==> config.mk <==
export PLATFORM = sky130hd
export DESIGN_NAME = exu
export DESIGN_NICKNAME = d
export VERILOG_FILES = /design/src/hw/exu_cfg_pkg.sv /design/src/hw/exu_op_pkg.sv /design/src/hw/exu_issue_if.sv /design/src/hw/exu_reg_file.sv /design/src/hw/exu_issue.sv /design/src/hw/exu_alu.sv /design/src/hw/exu_bru.sv /design/src/hw/exu_wb.sv /design/src/hw/exu.sv
export SDC_FILE = /design/constraint.sdc
export NUM_CORES = 2
export LEC_CHECK = 0
export ABC_CLOCK_PERIOD_IN_PS = 12300
export BUFFER_PORTS_ARGS = -buffer_cell sky130_fd_sc_hd__buf_2
export CAP_MARGIN = 20
export CELL_PAD_IN_SITES_DETAIL_PLACEMENT = 0
export CELL_PAD_IN_SITES_GLOBAL_PLACEMENT = 1
export CORE_MARGIN = 2
export CORE_UTILIZATION = 57
export CTS_BUF_LIST = sky130_fd_sc_hd__clkbuf_4 sky130_fd_sc_hd__clkbuf_8 sky130_fd_sc_hd__clkbuf_16
export DETAILED_ROUTE_END_ITERATION = 6
export MAX_ROUTING_LAYER = met4
export PLACE_DENSITY_LB_ADDON = 0.1
export SYNTH_ARGS = -nofsm -noshare
export SYNTH_HDL_FRONTEND = slang
export SYNTH_SLANG_ARGS = --single-unit
==> constraint.sdc <==
create_clock -name clk -period 12.3 [get_ports clk]
set_input_delay 1.845 -clock clk [delete_from_list [all_inputs] [get_ports clk]]
set_output_delay 1.845 -clock clk [all_outputs]
set_load 0.01 [all_outputs]
==> src/hw/exu_cfg_pkg.sv <==
package exu_cfg_pkg;

   localparam int xlen        = 32;
   localparam int reg_addr_w  = 5;
   localparam int num_regs    = 32;
   localparam int link_offset = 4;  // bl / jirl return address step

   typedef logic [xlen-1:0]       word_t;
   typedef logic [reg_addr_w-1:0] reg_addr_t;

endpackage

==> src/hw/exu_op_pkg.sv <==
package exu_op_pkg;

   // opcode as presented by the decoder at D
   typedef enum logic [4:0] {
      op_add,
      op_sub,
      op_slt,
      op_sltu,
      op_and,
      op_or,
      op_xor,
      op_nor,
      op_sll,
      op_srl,
      op_sra,
      op_lu12i,
      op_beq,
      op_bne,
      op_blt,
      op_bge,
      op_bltu,
      op_bgeu,
      op_b,
      op_bl,
      op_jirl
   } exu_op_e;

   typedef enum logic [3:0] {
      alu_add, alu_sub, alu_slt, alu_sltu,
      alu_and, alu_or, alu_xor, alu_nor,
      alu_sll, alu_srl, alu_sra, alu_lu12i
   } alu_op_e;

   typedef enum logic [3:0] {
      bru_none,
      bru_beq, bru_bne, bru_blt, bru_bge, bru_bltu, bru_bgeu,
      bru_b, bru_bl, bru_jirl
   } bru_op_e;

endpackage

==> src/hw/exu_issue_if.sv <==
`timescale 1ns/1ps

// E-stage instruction state, one per cycle
interface exu_issue_if;

   logic                   valid;
   exu_op_pkg::alu_op_e    alu_op;
   exu_op_pkg::bru_op_e    bru_op;
   exu_cfg_pkg::word_t     a;
   exu_cfg_pkg::word_t     b;
   exu_cfg_pkg::word_t     pc;
   exu_cfg_pkg::word_t     offset;  // branch offset
   exu_cfg_pkg::reg_addr_t rd;
   logic                   wen;

   modport issue (output valid, alu_op, bru_op, a, b, pc, offset, rd, wen);

   modport alu (input a, b, alu_op);

   modport bru (input valid, bru_op, a, b, pc, offset);

   modport wb (input valid, bru_op, rd, wen);

endinterface

==> src/hw/exu_reg_file.sv <==
`timescale 1ns/1ps

module exu_reg_file (
   input  logic                   clk,
   input  logic                   reset,
   input  exu_cfg_pkg::reg_addr_t raddr1,
   input  exu_cfg_pkg::reg_addr_t raddr2,
   input  exu_cfg_pkg::reg_addr_t waddr,
   input  logic                   wen,
   input  exu_cfg_pkg::word_t     wdata,
   output exu_cfg_pkg::word_t     rdata1,
   output exu_cfg_pkg::word_t     rdata2
);

   exu_cfg_pkg::word_t regs [exu_cfg_pkg::num_regs];

   always_ff @(posedge clk) begin
      if (reset) begin
         for (int i = 0; i < exu_cfg_pkg::num_regs; i++) begin
            regs[i] <= '0;
         end
      end else if (wen && waddr != '0) begin
         regs[waddr] <= wdata;   // r0 never written
      end
   end

   // write-first, so W results are visible at D
   assign rdata1 = (raddr1 == '0)                 ? '0    :
                   (wen && waddr == raddr1)       ? wdata : regs[raddr1];
   assign rdata2 = (raddr2 == '0)                 ? '0    :
                   (wen && waddr == raddr2)       ? wdata : regs[raddr2];

endmodule

==> src/hw/exu_issue.sv <==
`timescale 1ns/1ps

module exu_issue (
   input  logic                   clk,
   input  logic                   reset,
   input  logic                   valid_d,
   input  exu_op_pkg::exu_op_e    op_d,
   input  exu_cfg_pkg::reg_addr_t rs1_d,
   input  exu_cfg_pkg::reg_addr_t rs2_d,
   input  exu_cfg_pkg::reg_addr_t rd_d,
   input  logic                   rf_wen_d,
   input  logic                   use_imm_d,
   input  exu_cfg_pkg::word_t     imm_d,
   input  exu_cfg_pkg::word_t     pc_d,
   input  exu_cfg_pkg::word_t     br_offs_d,
   input  exu_cfg_pkg::word_t     rdata1,
   input  exu_cfg_pkg::word_t     rdata2,
   input  logic                   e_fwd_wen,
   input  exu_cfg_pkg::reg_addr_t e_fwd_rd,
   input  exu_cfg_pkg::word_t     e_fwd_data,
   input  logic                   br_taken_e,
   output exu_cfg_pkg::reg_addr_t raddr1,
   output exu_cfg_pkg::reg_addr_t raddr2,
   exu_issue_if.issue             e_if
);

   exu_op_pkg::alu_op_e    alu_op_d;
   exu_op_pkg::bru_op_e    bru_op_d;
   logic                   wen_d;
   exu_cfg_pkg::reg_addr_t rd_sel_d;
   exu_cfg_pkg::word_t     src1_d;
   exu_cfg_pkg::word_t     src2_d;
   logic                   hit1;
   logic                   hit2;

   assign raddr1 = rs1_d;
   assign raddr2 = rs2_d;

   always_comb begin
      alu_op_d = exu_op_pkg::alu_add;
      bru_op_d = exu_op_pkg::bru_none;
      wen_d    = rf_wen_d;
      rd_sel_d = rd_d;
      case (op_d)
         exu_op_pkg::op_sub:   alu_op_d = exu_op_pkg::alu_sub;
         exu_op_pkg::op_slt:   alu_op_d = exu_op_pkg::alu_slt;
         exu_op_pkg::op_sltu:  alu_op_d = exu_op_pkg::alu_sltu;
         exu_op_pkg::op_and:   alu_op_d = exu_op_pkg::alu_and;
         exu_op_pkg::op_or:    alu_op_d = exu_op_pkg::alu_or;
         exu_op_pkg::op_xor:   alu_op_d = exu_op_pkg::alu_xor;
         exu_op_pkg::op_nor:   alu_op_d = exu_op_pkg::alu_nor;
         exu_op_pkg::op_sll:   alu_op_d = exu_op_pkg::alu_sll;
         exu_op_pkg::op_srl:   alu_op_d = exu_op_pkg::alu_srl;
         exu_op_pkg::op_sra:   alu_op_d = exu_op_pkg::alu_sra;
         exu_op_pkg::op_lu12i: alu_op_d = exu_op_pkg::alu_lu12i;
         exu_op_pkg::op_beq:   bru_op_d = exu_op_pkg::bru_beq;
         exu_op_pkg::op_bne:   bru_op_d = exu_op_pkg::bru_bne;
         exu_op_pkg::op_blt:   bru_op_d = exu_op_pkg::bru_blt;
         exu_op_pkg::op_bge:   bru_op_d = exu_op_pkg::bru_bge;
         exu_op_pkg::op_bltu:  bru_op_d = exu_op_pkg::bru_bltu;
         exu_op_pkg::op_bgeu:  bru_op_d = exu_op_pkg::bru_bgeu;
         exu_op_pkg::op_b:     bru_op_d = exu_op_pkg::bru_b;
         exu_op_pkg::op_bl: begin
            bru_op_d = exu_op_pkg::bru_bl;
            wen_d    = 1'b1;
            rd_sel_d = exu_cfg_pkg::reg_addr_t'(1);  // link goes to r1
         end
         exu_op_pkg::op_jirl:  bru_op_d = exu_op_pkg::bru_jirl;
         default:              alu_op_d = exu_op_pkg::alu_add;
      endcase
      // compares and plain b write nothing
      if (op_d inside {[exu_op_pkg::op_beq : exu_op_pkg::op_b]}) begin
         wen_d = 1'b0;
      end
   end

   // bypass from the instruction in E
   assign hit1   = e_fwd_wen && rs1_d != '0 && e_fwd_rd == rs1_d;
   assign hit2   = e_fwd_wen && rs2_d != '0 && e_fwd_rd == rs2_d;
   assign src1_d = hit1 ? e_fwd_data : rdata1;
   assign src2_d = use_imm_d ? imm_d : (hit2 ? e_fwd_data : rdata2);

   always_ff @(posedge clk) begin
      if (reset) begin
         e_if.valid <= 1'b0;
         e_if.wen   <= 1'b0;
      end else begin
         e_if.valid <= valid_d && !br_taken_e;  // kill shadow of taken branch
         e_if.wen   <= wen_d;
      end
   end

   always_ff @(posedge clk) begin
      e_if.alu_op <= alu_op_d;
      e_if.bru_op <= bru_op_d;
      e_if.a      <= src1_d;
      e_if.b      <= src2_d;
      e_if.pc     <= pc_d;
      e_if.offset <= br_offs_d;
      e_if.rd     <= rd_sel_d;
   end

endmodule

==> src/hw/exu_alu.sv <==
`timescale 1ns/1ps

module exu_alu (
   exu_issue_if.alu           e_if,
   output exu_cfg_pkg::word_t result
);

   logic [4:0] shamt;

   assign shamt = e_if.b[4:0];

   always_comb begin
      case (e_if.alu_op)
         exu_op_pkg::alu_add:
            result = e_if.a + e_if.b;
         exu_op_pkg::alu_sub:
            result = e_if.a - e_if.b;
         exu_op_pkg::alu_slt:
            result = exu_cfg_pkg::word_t'($signed(e_if.a) < $signed(e_if.b));
         exu_op_pkg::alu_sltu:
            result = exu_cfg_pkg::word_t'(e_if.a < e_if.b);
         exu_op_pkg::alu_and:
            result = e_if.a & e_if.b;
         exu_op_pkg::alu_or:
            result = e_if.a | e_if.b;
         exu_op_pkg::alu_xor:
            result = e_if.a ^ e_if.b;
         exu_op_pkg::alu_nor:
            result = ~(e_if.a | e_if.b);
         exu_op_pkg::alu_sll:
            result = e_if.a << shamt;
         exu_op_pkg::alu_srl:
            result = e_if.a >> shamt;
         exu_op_pkg::alu_sra:
            result = exu_cfg_pkg::word_t'($signed(e_if.a) >>> shamt);
         exu_op_pkg::alu_lu12i:
            result = e_if.b << 12;   // upper immediate
         default:
            result = '0;
      endcase
   end

endmodule

==> src/hw/exu_bru.sv <==
`timescale 1ns/1ps

module exu_bru (
   exu_issue_if.bru           e_if,
   output logic               taken,
   output exu_cfg_pkg::word_t target,
   output exu_cfg_pkg::word_t link
);

   logic eq;
   logic lt;
   logic ltu;
   logic cond;
   exu_cfg_pkg::word_t base;

   assign eq  = (e_if.a == e_if.b);
   assign lt  = ($signed(e_if.a) < $signed(e_if.b));
   assign ltu = (e_if.a < e_if.b);

   always_comb begin
      case (e_if.bru_op)
         exu_op_pkg::bru_beq:  cond = eq;
         exu_op_pkg::bru_bne:  cond = !eq;
         exu_op_pkg::bru_blt:  cond = lt;
         exu_op_pkg::bru_bge:  cond = !lt;
         exu_op_pkg::bru_bltu: cond = ltu;
         exu_op_pkg::bru_bgeu: cond = !ltu;
         exu_op_pkg::bru_b,
         exu_op_pkg::bru_bl,
         exu_op_pkg::bru_jirl: cond = 1'b1;  // unconditional
         default:              cond = 1'b0;
      endcase
   end

   assign taken = e_if.valid && cond;

   // jirl is register relative, the rest pc relative
   assign base   = (e_if.bru_op == exu_op_pkg::bru_jirl) ? e_if.a : e_if.pc;
   assign target = base + e_if.offset;

   assign link = e_if.pc + exu_cfg_pkg::word_t'(exu_cfg_pkg::link_offset);

endmodule

==> src/hw/exu_wb.sv <==
`timescale 1ns/1ps

module exu_wb (
   input  logic                   clk,
   input  logic                   reset,
   input  exu_cfg_pkg::word_t     alu_result,
   input  exu_cfg_pkg::word_t     bru_link,
   exu_issue_if.wb                e_if,
   output logic                   e_fwd_wen,
   output exu_cfg_pkg::reg_addr_t e_fwd_rd,
   output exu_cfg_pkg::word_t     e_fwd_data,
   output logic                   rf_wen,
   output exu_cfg_pkg::reg_addr_t rf_waddr,
   output exu_cfg_pkg::word_t     rf_wdata,
   output logic                   wb_valid,
   output exu_cfg_pkg::reg_addr_t wb_rd,
   output exu_cfg_pkg::word_t     wb_data
);

   logic                   is_link;
   logic                   w_valid;
   logic                   w_wen;
   exu_cfg_pkg::reg_addr_t w_rd;
   exu_cfg_pkg::word_t     w_data;

   assign is_link = (e_if.bru_op == exu_op_pkg::bru_bl) ||
                    (e_if.bru_op == exu_op_pkg::bru_jirl);

   // E-stage result, also the bypass value
   assign e_fwd_wen  = e_if.valid && e_if.wen;
   assign e_fwd_rd   = e_if.rd;
   assign e_fwd_data = is_link ? bru_link : alu_result;

   always_ff @(posedge clk) begin
      if (reset) begin
         w_valid <= 1'b0;
         w_wen   <= 1'b0;
      end else begin
         w_valid <= e_if.valid;
         w_wen   <= e_fwd_wen;
      end
   end

   always_ff @(posedge clk) begin
      w_rd   <= e_if.wen ? e_if.rd : '0;  // zero when nothing is written
      w_data <= e_fwd_data;
   end

   assign rf_wen   = w_wen;
   assign rf_waddr = w_rd;
   assign rf_wdata = w_data;

   assign wb_valid = w_valid;
   assign wb_rd    = w_rd;
   assign wb_data  = w_data;

endmodule

==> src/hw/exu.sv <==
`timescale 1ns/1ps

module exu (
   input  logic                   clk,
   input  logic                   reset,
   input  logic                   valid_d,
   input  exu_op_pkg::exu_op_e    op_d,
   input  exu_cfg_pkg::reg_addr_t rs1_d,
   input  exu_cfg_pkg::reg_addr_t rs2_d,
   input  exu_cfg_pkg::reg_addr_t rd_d,
   input  logic                   rf_wen_d,
   input  logic                   use_imm_d,
   input  exu_cfg_pkg::word_t     imm_d,
   input  exu_cfg_pkg::word_t     pc_d,
   input  exu_cfg_pkg::word_t     br_offs_d,
   output logic                   br_taken_e,
   output exu_cfg_pkg::word_t     brpc_e,
   output logic                   wb_valid,
   output exu_cfg_pkg::reg_addr_t wb_rd,
   output exu_cfg_pkg::word_t     wb_data
);

   exu_cfg_pkg::reg_addr_t raddr1;
   exu_cfg_pkg::reg_addr_t raddr2;
   exu_cfg_pkg::word_t     rdata1;
   exu_cfg_pkg::word_t     rdata2;
   exu_cfg_pkg::word_t     alu_result;
   exu_cfg_pkg::word_t     bru_link;
   logic                   e_fwd_wen;
   exu_cfg_pkg::reg_addr_t e_fwd_rd;
   exu_cfg_pkg::word_t     e_fwd_data;
   logic                   rf_wen;
   exu_cfg_pkg::reg_addr_t rf_waddr;
   exu_cfg_pkg::word_t     rf_wdata;

   exu_issue_if e_if ();

   exu_reg_file u_reg_file (
      .clk    (clk),
      .reset  (reset),
      .raddr1 (raddr1),
      .raddr2 (raddr2),
      .waddr  (rf_waddr),
      .wen    (rf_wen),
      .wdata  (rf_wdata),
      .rdata1 (rdata1),
      .rdata2 (rdata2)
   );

   exu_issue u_issue (
      .clk        (clk),
      .reset      (reset),
      .valid_d    (valid_d),
      .op_d       (op_d),
      .rs1_d      (rs1_d),
      .rs2_d      (rs2_d),
      .rd_d       (rd_d),
      .rf_wen_d   (rf_wen_d),
      .use_imm_d  (use_imm_d),
      .imm_d      (imm_d),
      .pc_d       (pc_d),
      .br_offs_d  (br_offs_d),
      .rdata1     (rdata1),
      .rdata2     (rdata2),
      .e_fwd_wen  (e_fwd_wen),
      .e_fwd_rd   (e_fwd_rd),
      .e_fwd_data (e_fwd_data),
      .br_taken_e (br_taken_e),
      .raddr1     (raddr1),
      .raddr2     (raddr2),
      .e_if       (e_if.issue)
   );

   exu_alu u_alu (
      .e_if   (e_if.alu),
      .result (alu_result)
   );

   // taken and target leave the unit as the fetch redirect
   exu_bru u_bru (
      .e_if   (e_if.bru),
      .taken  (br_taken_e),
      .target (brpc_e),
      .link   (bru_link)
   );

   exu_wb u_wb (
      .clk        (clk),
      .reset      (reset),
      .alu_result (alu_result),
      .bru_link   (bru_link),
      .e_if       (e_if.wb),
      .e_fwd_wen  (e_fwd_wen),
      .e_fwd_rd   (e_fwd_rd),
      .e_fwd_data (e_fwd_data),
      .rf_wen     (rf_wen),
      .rf_waddr   (rf_waddr),
      .rf_wdata   (rf_wdata),
      .wb_valid   (wb_valid),
      .wb_rd      (wb_rd),
      .wb_data    (wb_data)
   );

endmodule

### Word-level counts from Yosys, hierarchy flattened

Memory sizes are Yosys's and may differ from the RTL's.
Cells that the tools add are included.

| cells by class | value |
|---|---|
| add/sub/neg operators | 4 |
| muxes and demuxes | 22 |
| $lt $le $gt $ge | 4 |
| shift operators | 3 |
| reductions and logical operators | 25 |
| bitwise operators | 4 |
| equality and inequality tests | 45 |

Operators with widths:

| cell | count |
|---|---|
| 32-bit case mux with 12 select lines | 1 |
| 32-bit two-way mux | 10 |
| 32-bit adder | 2 |
| 32-bit < comparator | 2 |
| 4-bit case mux with 11 select lines | 1 |
| 5-bit by 4-bit == test with 1-bit output, second input constant | 8 |
| 4-bit case mux with 9 select lines | 1 |
| 32-bit by 3-bit adder with 32-bit output, second input constant | 1 |
| 32-bit bitwise AND | 1 |
| 32-bit == test | 1 |
| 4-bit by 3-bit == test with 1-bit output, second input constant | 8 |
| 32-bit inverter | 1 |
| 32-bit OR | 1 |
| 32-bit OR reduction | 1 |
| 32-bit by 5-bit << shifter with 32-bit output | 1 |
| 32-bit by 5-bit right shift with 32-bit output | 1 |
| 32-bit by 5-bit >>> shifter with 32-bit output | 1 |
| 32-bit subtractor | 1 |
| 32-bit bitwise XOR | 1 |
| 5-bit == test, second input constant | 5 |
| 4-bit == test, second input constant | 6 |
| 5-bit by 3-bit == test with 1-bit output, second input constant | 4 |
| 5-bit == test | 4 |
| 4-bit by 2-bit == test with 1-bit output, second input constant | 4 |
| 16 further kinds | 40 |

| storage, ports and cells | value |
|---|---|
| flip-flop bits (word level) | 182 |
| memories kept | 1 |
| bits in writable memories | 1024 |
| logic and storage cells | 121 |
| output and inout port bits | 71 |
| input bits | 121 |

Memories:

| name | depth | width | rd ports | clocked after Yosys merged registers in | wr ports | line | source |
|---|---|---|---|---|---|---|---|
| u_reg_file.regs | 32 | 32 | 2 | 0 | 32 | exu_reg_file.sv:15 | `exu_cfg_pkg::word_t regs [exu_cfg_pkg::num_regs];` |

### Logic depth before layout (Yosys ltp)

| depth | value |
|---|---|
| depth in word-level cells | 7 |
| mapped depth | 19 |
| depth with buffers taken out | 17 |

### Modules after synthesis

A second synthesis with hierarchy kept.

| second synthesis, totals | value |
|---|---|
| cells, all modules | 6048 |
| area total of the unflattened synthesis | 73812.0 um^2 |

Modules (own cells, without submodules):

| module | area an instance (um^2) | times used | cells an instance | seq. area each (um^2) |
|---|---|---|---|---|
| exu_reg_file | 54722.5 | 1 | 3740 | 30749.5 |
| exu_alu | 9320.2 | 1 | 1351 | 0.0 |
| exu_issue | 4723.3 | 1 | 364 | 2862.7 |
| exu_bru | 3487.1 | 1 | 468 | 0.0 |
| exu_wb | 1559.0 | 1 | 125 | 780.7 |

### Least setup slack after synthesis

No wires, ideal clock.

| timing | value |
|---|---|
| path type | register to output |
| start | register u_issue.e_if.bru_op[1] |
| end | output brpc_e[31] |
| data required time | 10.455 ns |
| slack | 6.193 ns |
| arrival time | 4.262 ns |
| cell stages (with the launch flop) | 19 |
| cells stage by stage | dfxtp_1 > inv_1 > nand2_1 > nor2_1 > and2_1 > clkbuf_1 > buf_1 > mux2_2 > ha_1 > and4_1 > and3_1 > a22oi_1 > a21oi_1 > a31oi_1 > o21ai_0 > o41a_1 > a211o_1 > a21oi_1 > xnor2_1 |

| between the ends | value |
|---|---|
| word-level cells in the longest chain between the ends | 3 |

RTL lines:

| item | line | source |
|---|---|---|
| start: declaration | exu_issue_if.sv:16 | `modport issue (output valid, alu_op, bru_op, a, b, pc, offset, rd, wen);` |
| start signal: assignment | exu_issue.sv:95 | `e_if.bru_op <= bru_op_d;` |
| 4-bit == test | exu_bru.sv:38 | `assign base = (e_if.bru_op == exu_op_pkg::bru_jirl) ? e_if.a : e_if.pc;` |
| 32-bit two-way mux | exu_bru.sv:38 |  |
| 32-bit adder | exu_bru.sv:39 | `assign target = base + e_if.offset;` |
| end: declaration | exu.sv:17 | `output exu_cfg_pkg::word_t brpc_e,` |

Every way passes these cells.

### Final worst setup path

Same ends and word-level chain as after synthesis.

==> out/results.txt <==
Core Box Area - 125000 sq um
Register area - 34400 sq um
Layout net count - 5767
Pwr Density - 146 nW/um^2
Number of synthesized flops with an enable pin - 1024
DIE WIDTH - 359 um
Antenna-violating nets left - 0
Largest family of logic cells by synthesized area - multiplexers
Adder-cell area share of the yosys netlist - 0.0246
Worst-path clk slew - 0.06 ns
TritonCTS clock tree - done
First-pass GRT wire length - 373 mm
DIE HEIGHT - 359 um
Normalized max-slew margin - 0.190
Starting Density - 0.572
Clk_skew - 0.0449 ns
Hold-fix buffers at CTS - 0
Crit Path Category - reg2out
IO Pins - 192
Ratio of cells with drive above 1 in the final layout - 0.255
FFs w/ async S/R, synth - 0
Port Buffer Count - 191
Run status - completed
Synthesized flop and latch total - 1206
Leading area contributor after synthesis - edfxtp_1
Syn avg cell area - 13.1 sq um
CP Capture Type - output pin
Netlist cell types - 90
Hold Crit Class - reg2reg
Final Cell Area - 79000 sq um
Total Wirelength - 266 mm
Iter 0 DRT Violations - 7899
WL per Instance - 36.7 um
Simple-Gate Fraction of Synth Area - 0.136
Leakage power - 29.3 nW
Top FF cell, synth - edfxtp_1
Count leader, synth - edfxtp_1
Synth Area in XOR/XNOR - 0.0105
Drt drc - 0
Initial antenna violation count - 8
Longest Clk Path Bufs - 3
Seq/Total Area, Yosys - 0.480
VDD IR max - 0.157 mV
Multi-input logic area - 35200 sq um
Crit path DAT - 5.81 ns
Final Hold Vio Count - 0
# setup viols final - 0
GRT Total Usage - 0.428
Least-Margin Pin Slew - 1.21 ns
Setup TNS - 0 ns
Number of max-cap violations - 0
Final period util - 0.623
CP required - 10.45 ns
Dpl hpwl - 175 mm
CP startpoint kind - flip-flop
Synth warn - 0
Netlist Area Pre-Place - 71700 sq um
CTS Sinks - 1206
Vias per cell - 7.10
Top cells by count, synth - edfxtp_1 (1024), and2_1 (1013), mux4_2 (692)
Die ar. - 129000 sq um
Fmax - 131 MHz
Crit-path max FO - 34
DR vias - 51.5k
Final Slew Violations - 0
RSZ-0062 raised after global routing - no
Fillers - 9375
Yosys top cell area share - 0.429
Tmin final - 7.66 ns
Root buf cell - clkbuf_16
Cts bufs inserted - 132
Setup bufs post-CTS - 0
Initial DRT Pass Iterations - 5
Worst skew pair latency - 0.82 ns
Gpl congestion - 1.06
# resized after CTS - 0
Area after DPL - 74600 sq um
Main area contributors after synthesis - edfxtp_1 (43%), mux4_2 (22%), and2_1 (8.8%), dfxtp_1 (5.1%), ha_1 (2.4%)
Grt ovf - 0
Number of global-route vias before repair - 50.6k
Largest net degree at the start of global routing - 83
Row cnt - 130
Post-Syn Instances - 5459
Compound-Gate Fraction of Synth Area - 0.0723
P&R area growth vs syn - 10.2%
Multiplexer share of the synthesized area - 0.243
H-tree depth - 4
## report_power, final
group | switching (mW) | internal [mW] | total [mW]
logic | 1.84 | 0.961 | 2.80
registers | 0.200 | 4.63 | 4.83
clock network | 1.75 | 2.18 | 3.93
total | 3.79 | 7.77 | 11.6
## through the flow
stage	std cells	worst slack, ns	total power [mW]	utilization	hold slack [ns]
floorplan	5490	6.19	6.46	-	0.475
CTS	7247	4.70	11.4	0.629	0.665
finish	7260	4.64	11.6	0.631	0.675
global placement	7015	5.64	7.56	0.595	0.665
detailed placement	7016	5.60	7.57	0.596	0.659
global route	7258	4.26	11.8	0.631	0.688
## layout by cell type, fill, tap and decap left out, types with 112 or more instances in the layout
| cell | count |
|---|---|
| a21oi_1 | 185 |
| dfxtp_1 | 176 |
| edfxtp_1 | 1024 |
| buf_2 | 182 |
| ha_1 | 136 |
| o21ai_0 | 211 |
| nand2_1 | 189 |
| mux2i_1 | 112 |
| nor2_1 | 242 |
| clkbuf_16 | 133 |
| mux4_2 | 692 |
| and2_1 | 1013 |
| buf_4 | 187 |
| inv_1 | 120 |
## state kept, by name, summed over array words and instances, names as in the netlist
signal and count:
u_issue.e_if.a 32, u_issue.e_if.alu_op 4, u_issue.e_if.b 32, u_issue.e_if.bru_op 4, u_issue.e_if.offset 32, u_issue.e_if.pc 32
u_issue.e_if.rd 5, u_issue.e_if.valid 1, u_issue.e_if.wen 1, u_reg_file.regs 1024, u_wb.rf_waddr 5, u_wb.rf_wdata 32
u_wb.rf_wen 1, u_wb.wb_valid 1
## final cells by class
| cell class | instances | share of cell area |
|---|---|---|
| inverters | 124 | 0.00589 |
| diodes | 6 | 0.000190 |
| clock inverters | 67 | 0.00819 |
| well taps | 1650 | 0.0261 |
| repair buffers | 383 | 0.0328 |
| flip-flops and latches | 1206 | 0.435 |
| multi-input cells | 3660 | 0.446 |
| clock buffers | 164 | 0.0452 |
## layer usage
layer  vias up  part of all wire  GRT usage
li1      20912                 -          -
met1     26105              0.36      0.557
met2      3808              0.46      0.634
met3       715              0.13      0.115
met4         0             0.053      0.191
met5         -                 0          -
## worst max-delay path, cell delays in order (launching register included)
cell and delay (ns):
dfxtp_1 0.35, inv_1 0.10, nand2_1 0.08, nor2_1 0.12, buf_4 0.33, and2_1 0.18
buf_4 0.39, mux2_2 0.42, ha_1 0.30, a211oi_1 0.32, o21ai_0 0.19, a22oi_1 0.30
a21oi_1 0.22, a31oi_1 0.31, o21ai_0 0.17, o41a_1 0.38, a211o_1 0.29, a21oi_1 0.18
xnor2_1 0.13, buf_2 0.14
## cell families after synthesis
logic type,after synthesis
compound gates,799
xor+xnor,86
fa+ha+maj,139
buf+inv,624
flops,1206
mux,854
other cells,1
simple gates,1750
## worst paths after layout
kind / startpoint / end / slack (ns) / cells after the start
min: u_wb.rf_wdata[30] / u_reg_file.regs[20][30] / 0.68 / 1
max reg2reg: u_issue.e_if.a[8] / u_issue.e_if.b[19] / 6.32 / 11
max: u_issue.e_if.bru_op[1] / brpc_e[31] / 4.64 / 19
min reg2reg: u_wb.rf_wdata[30] / u_reg_file.regs[20][30] / 0.68 / 1
No activity file was read; power rests on OpenSTA's default activity.
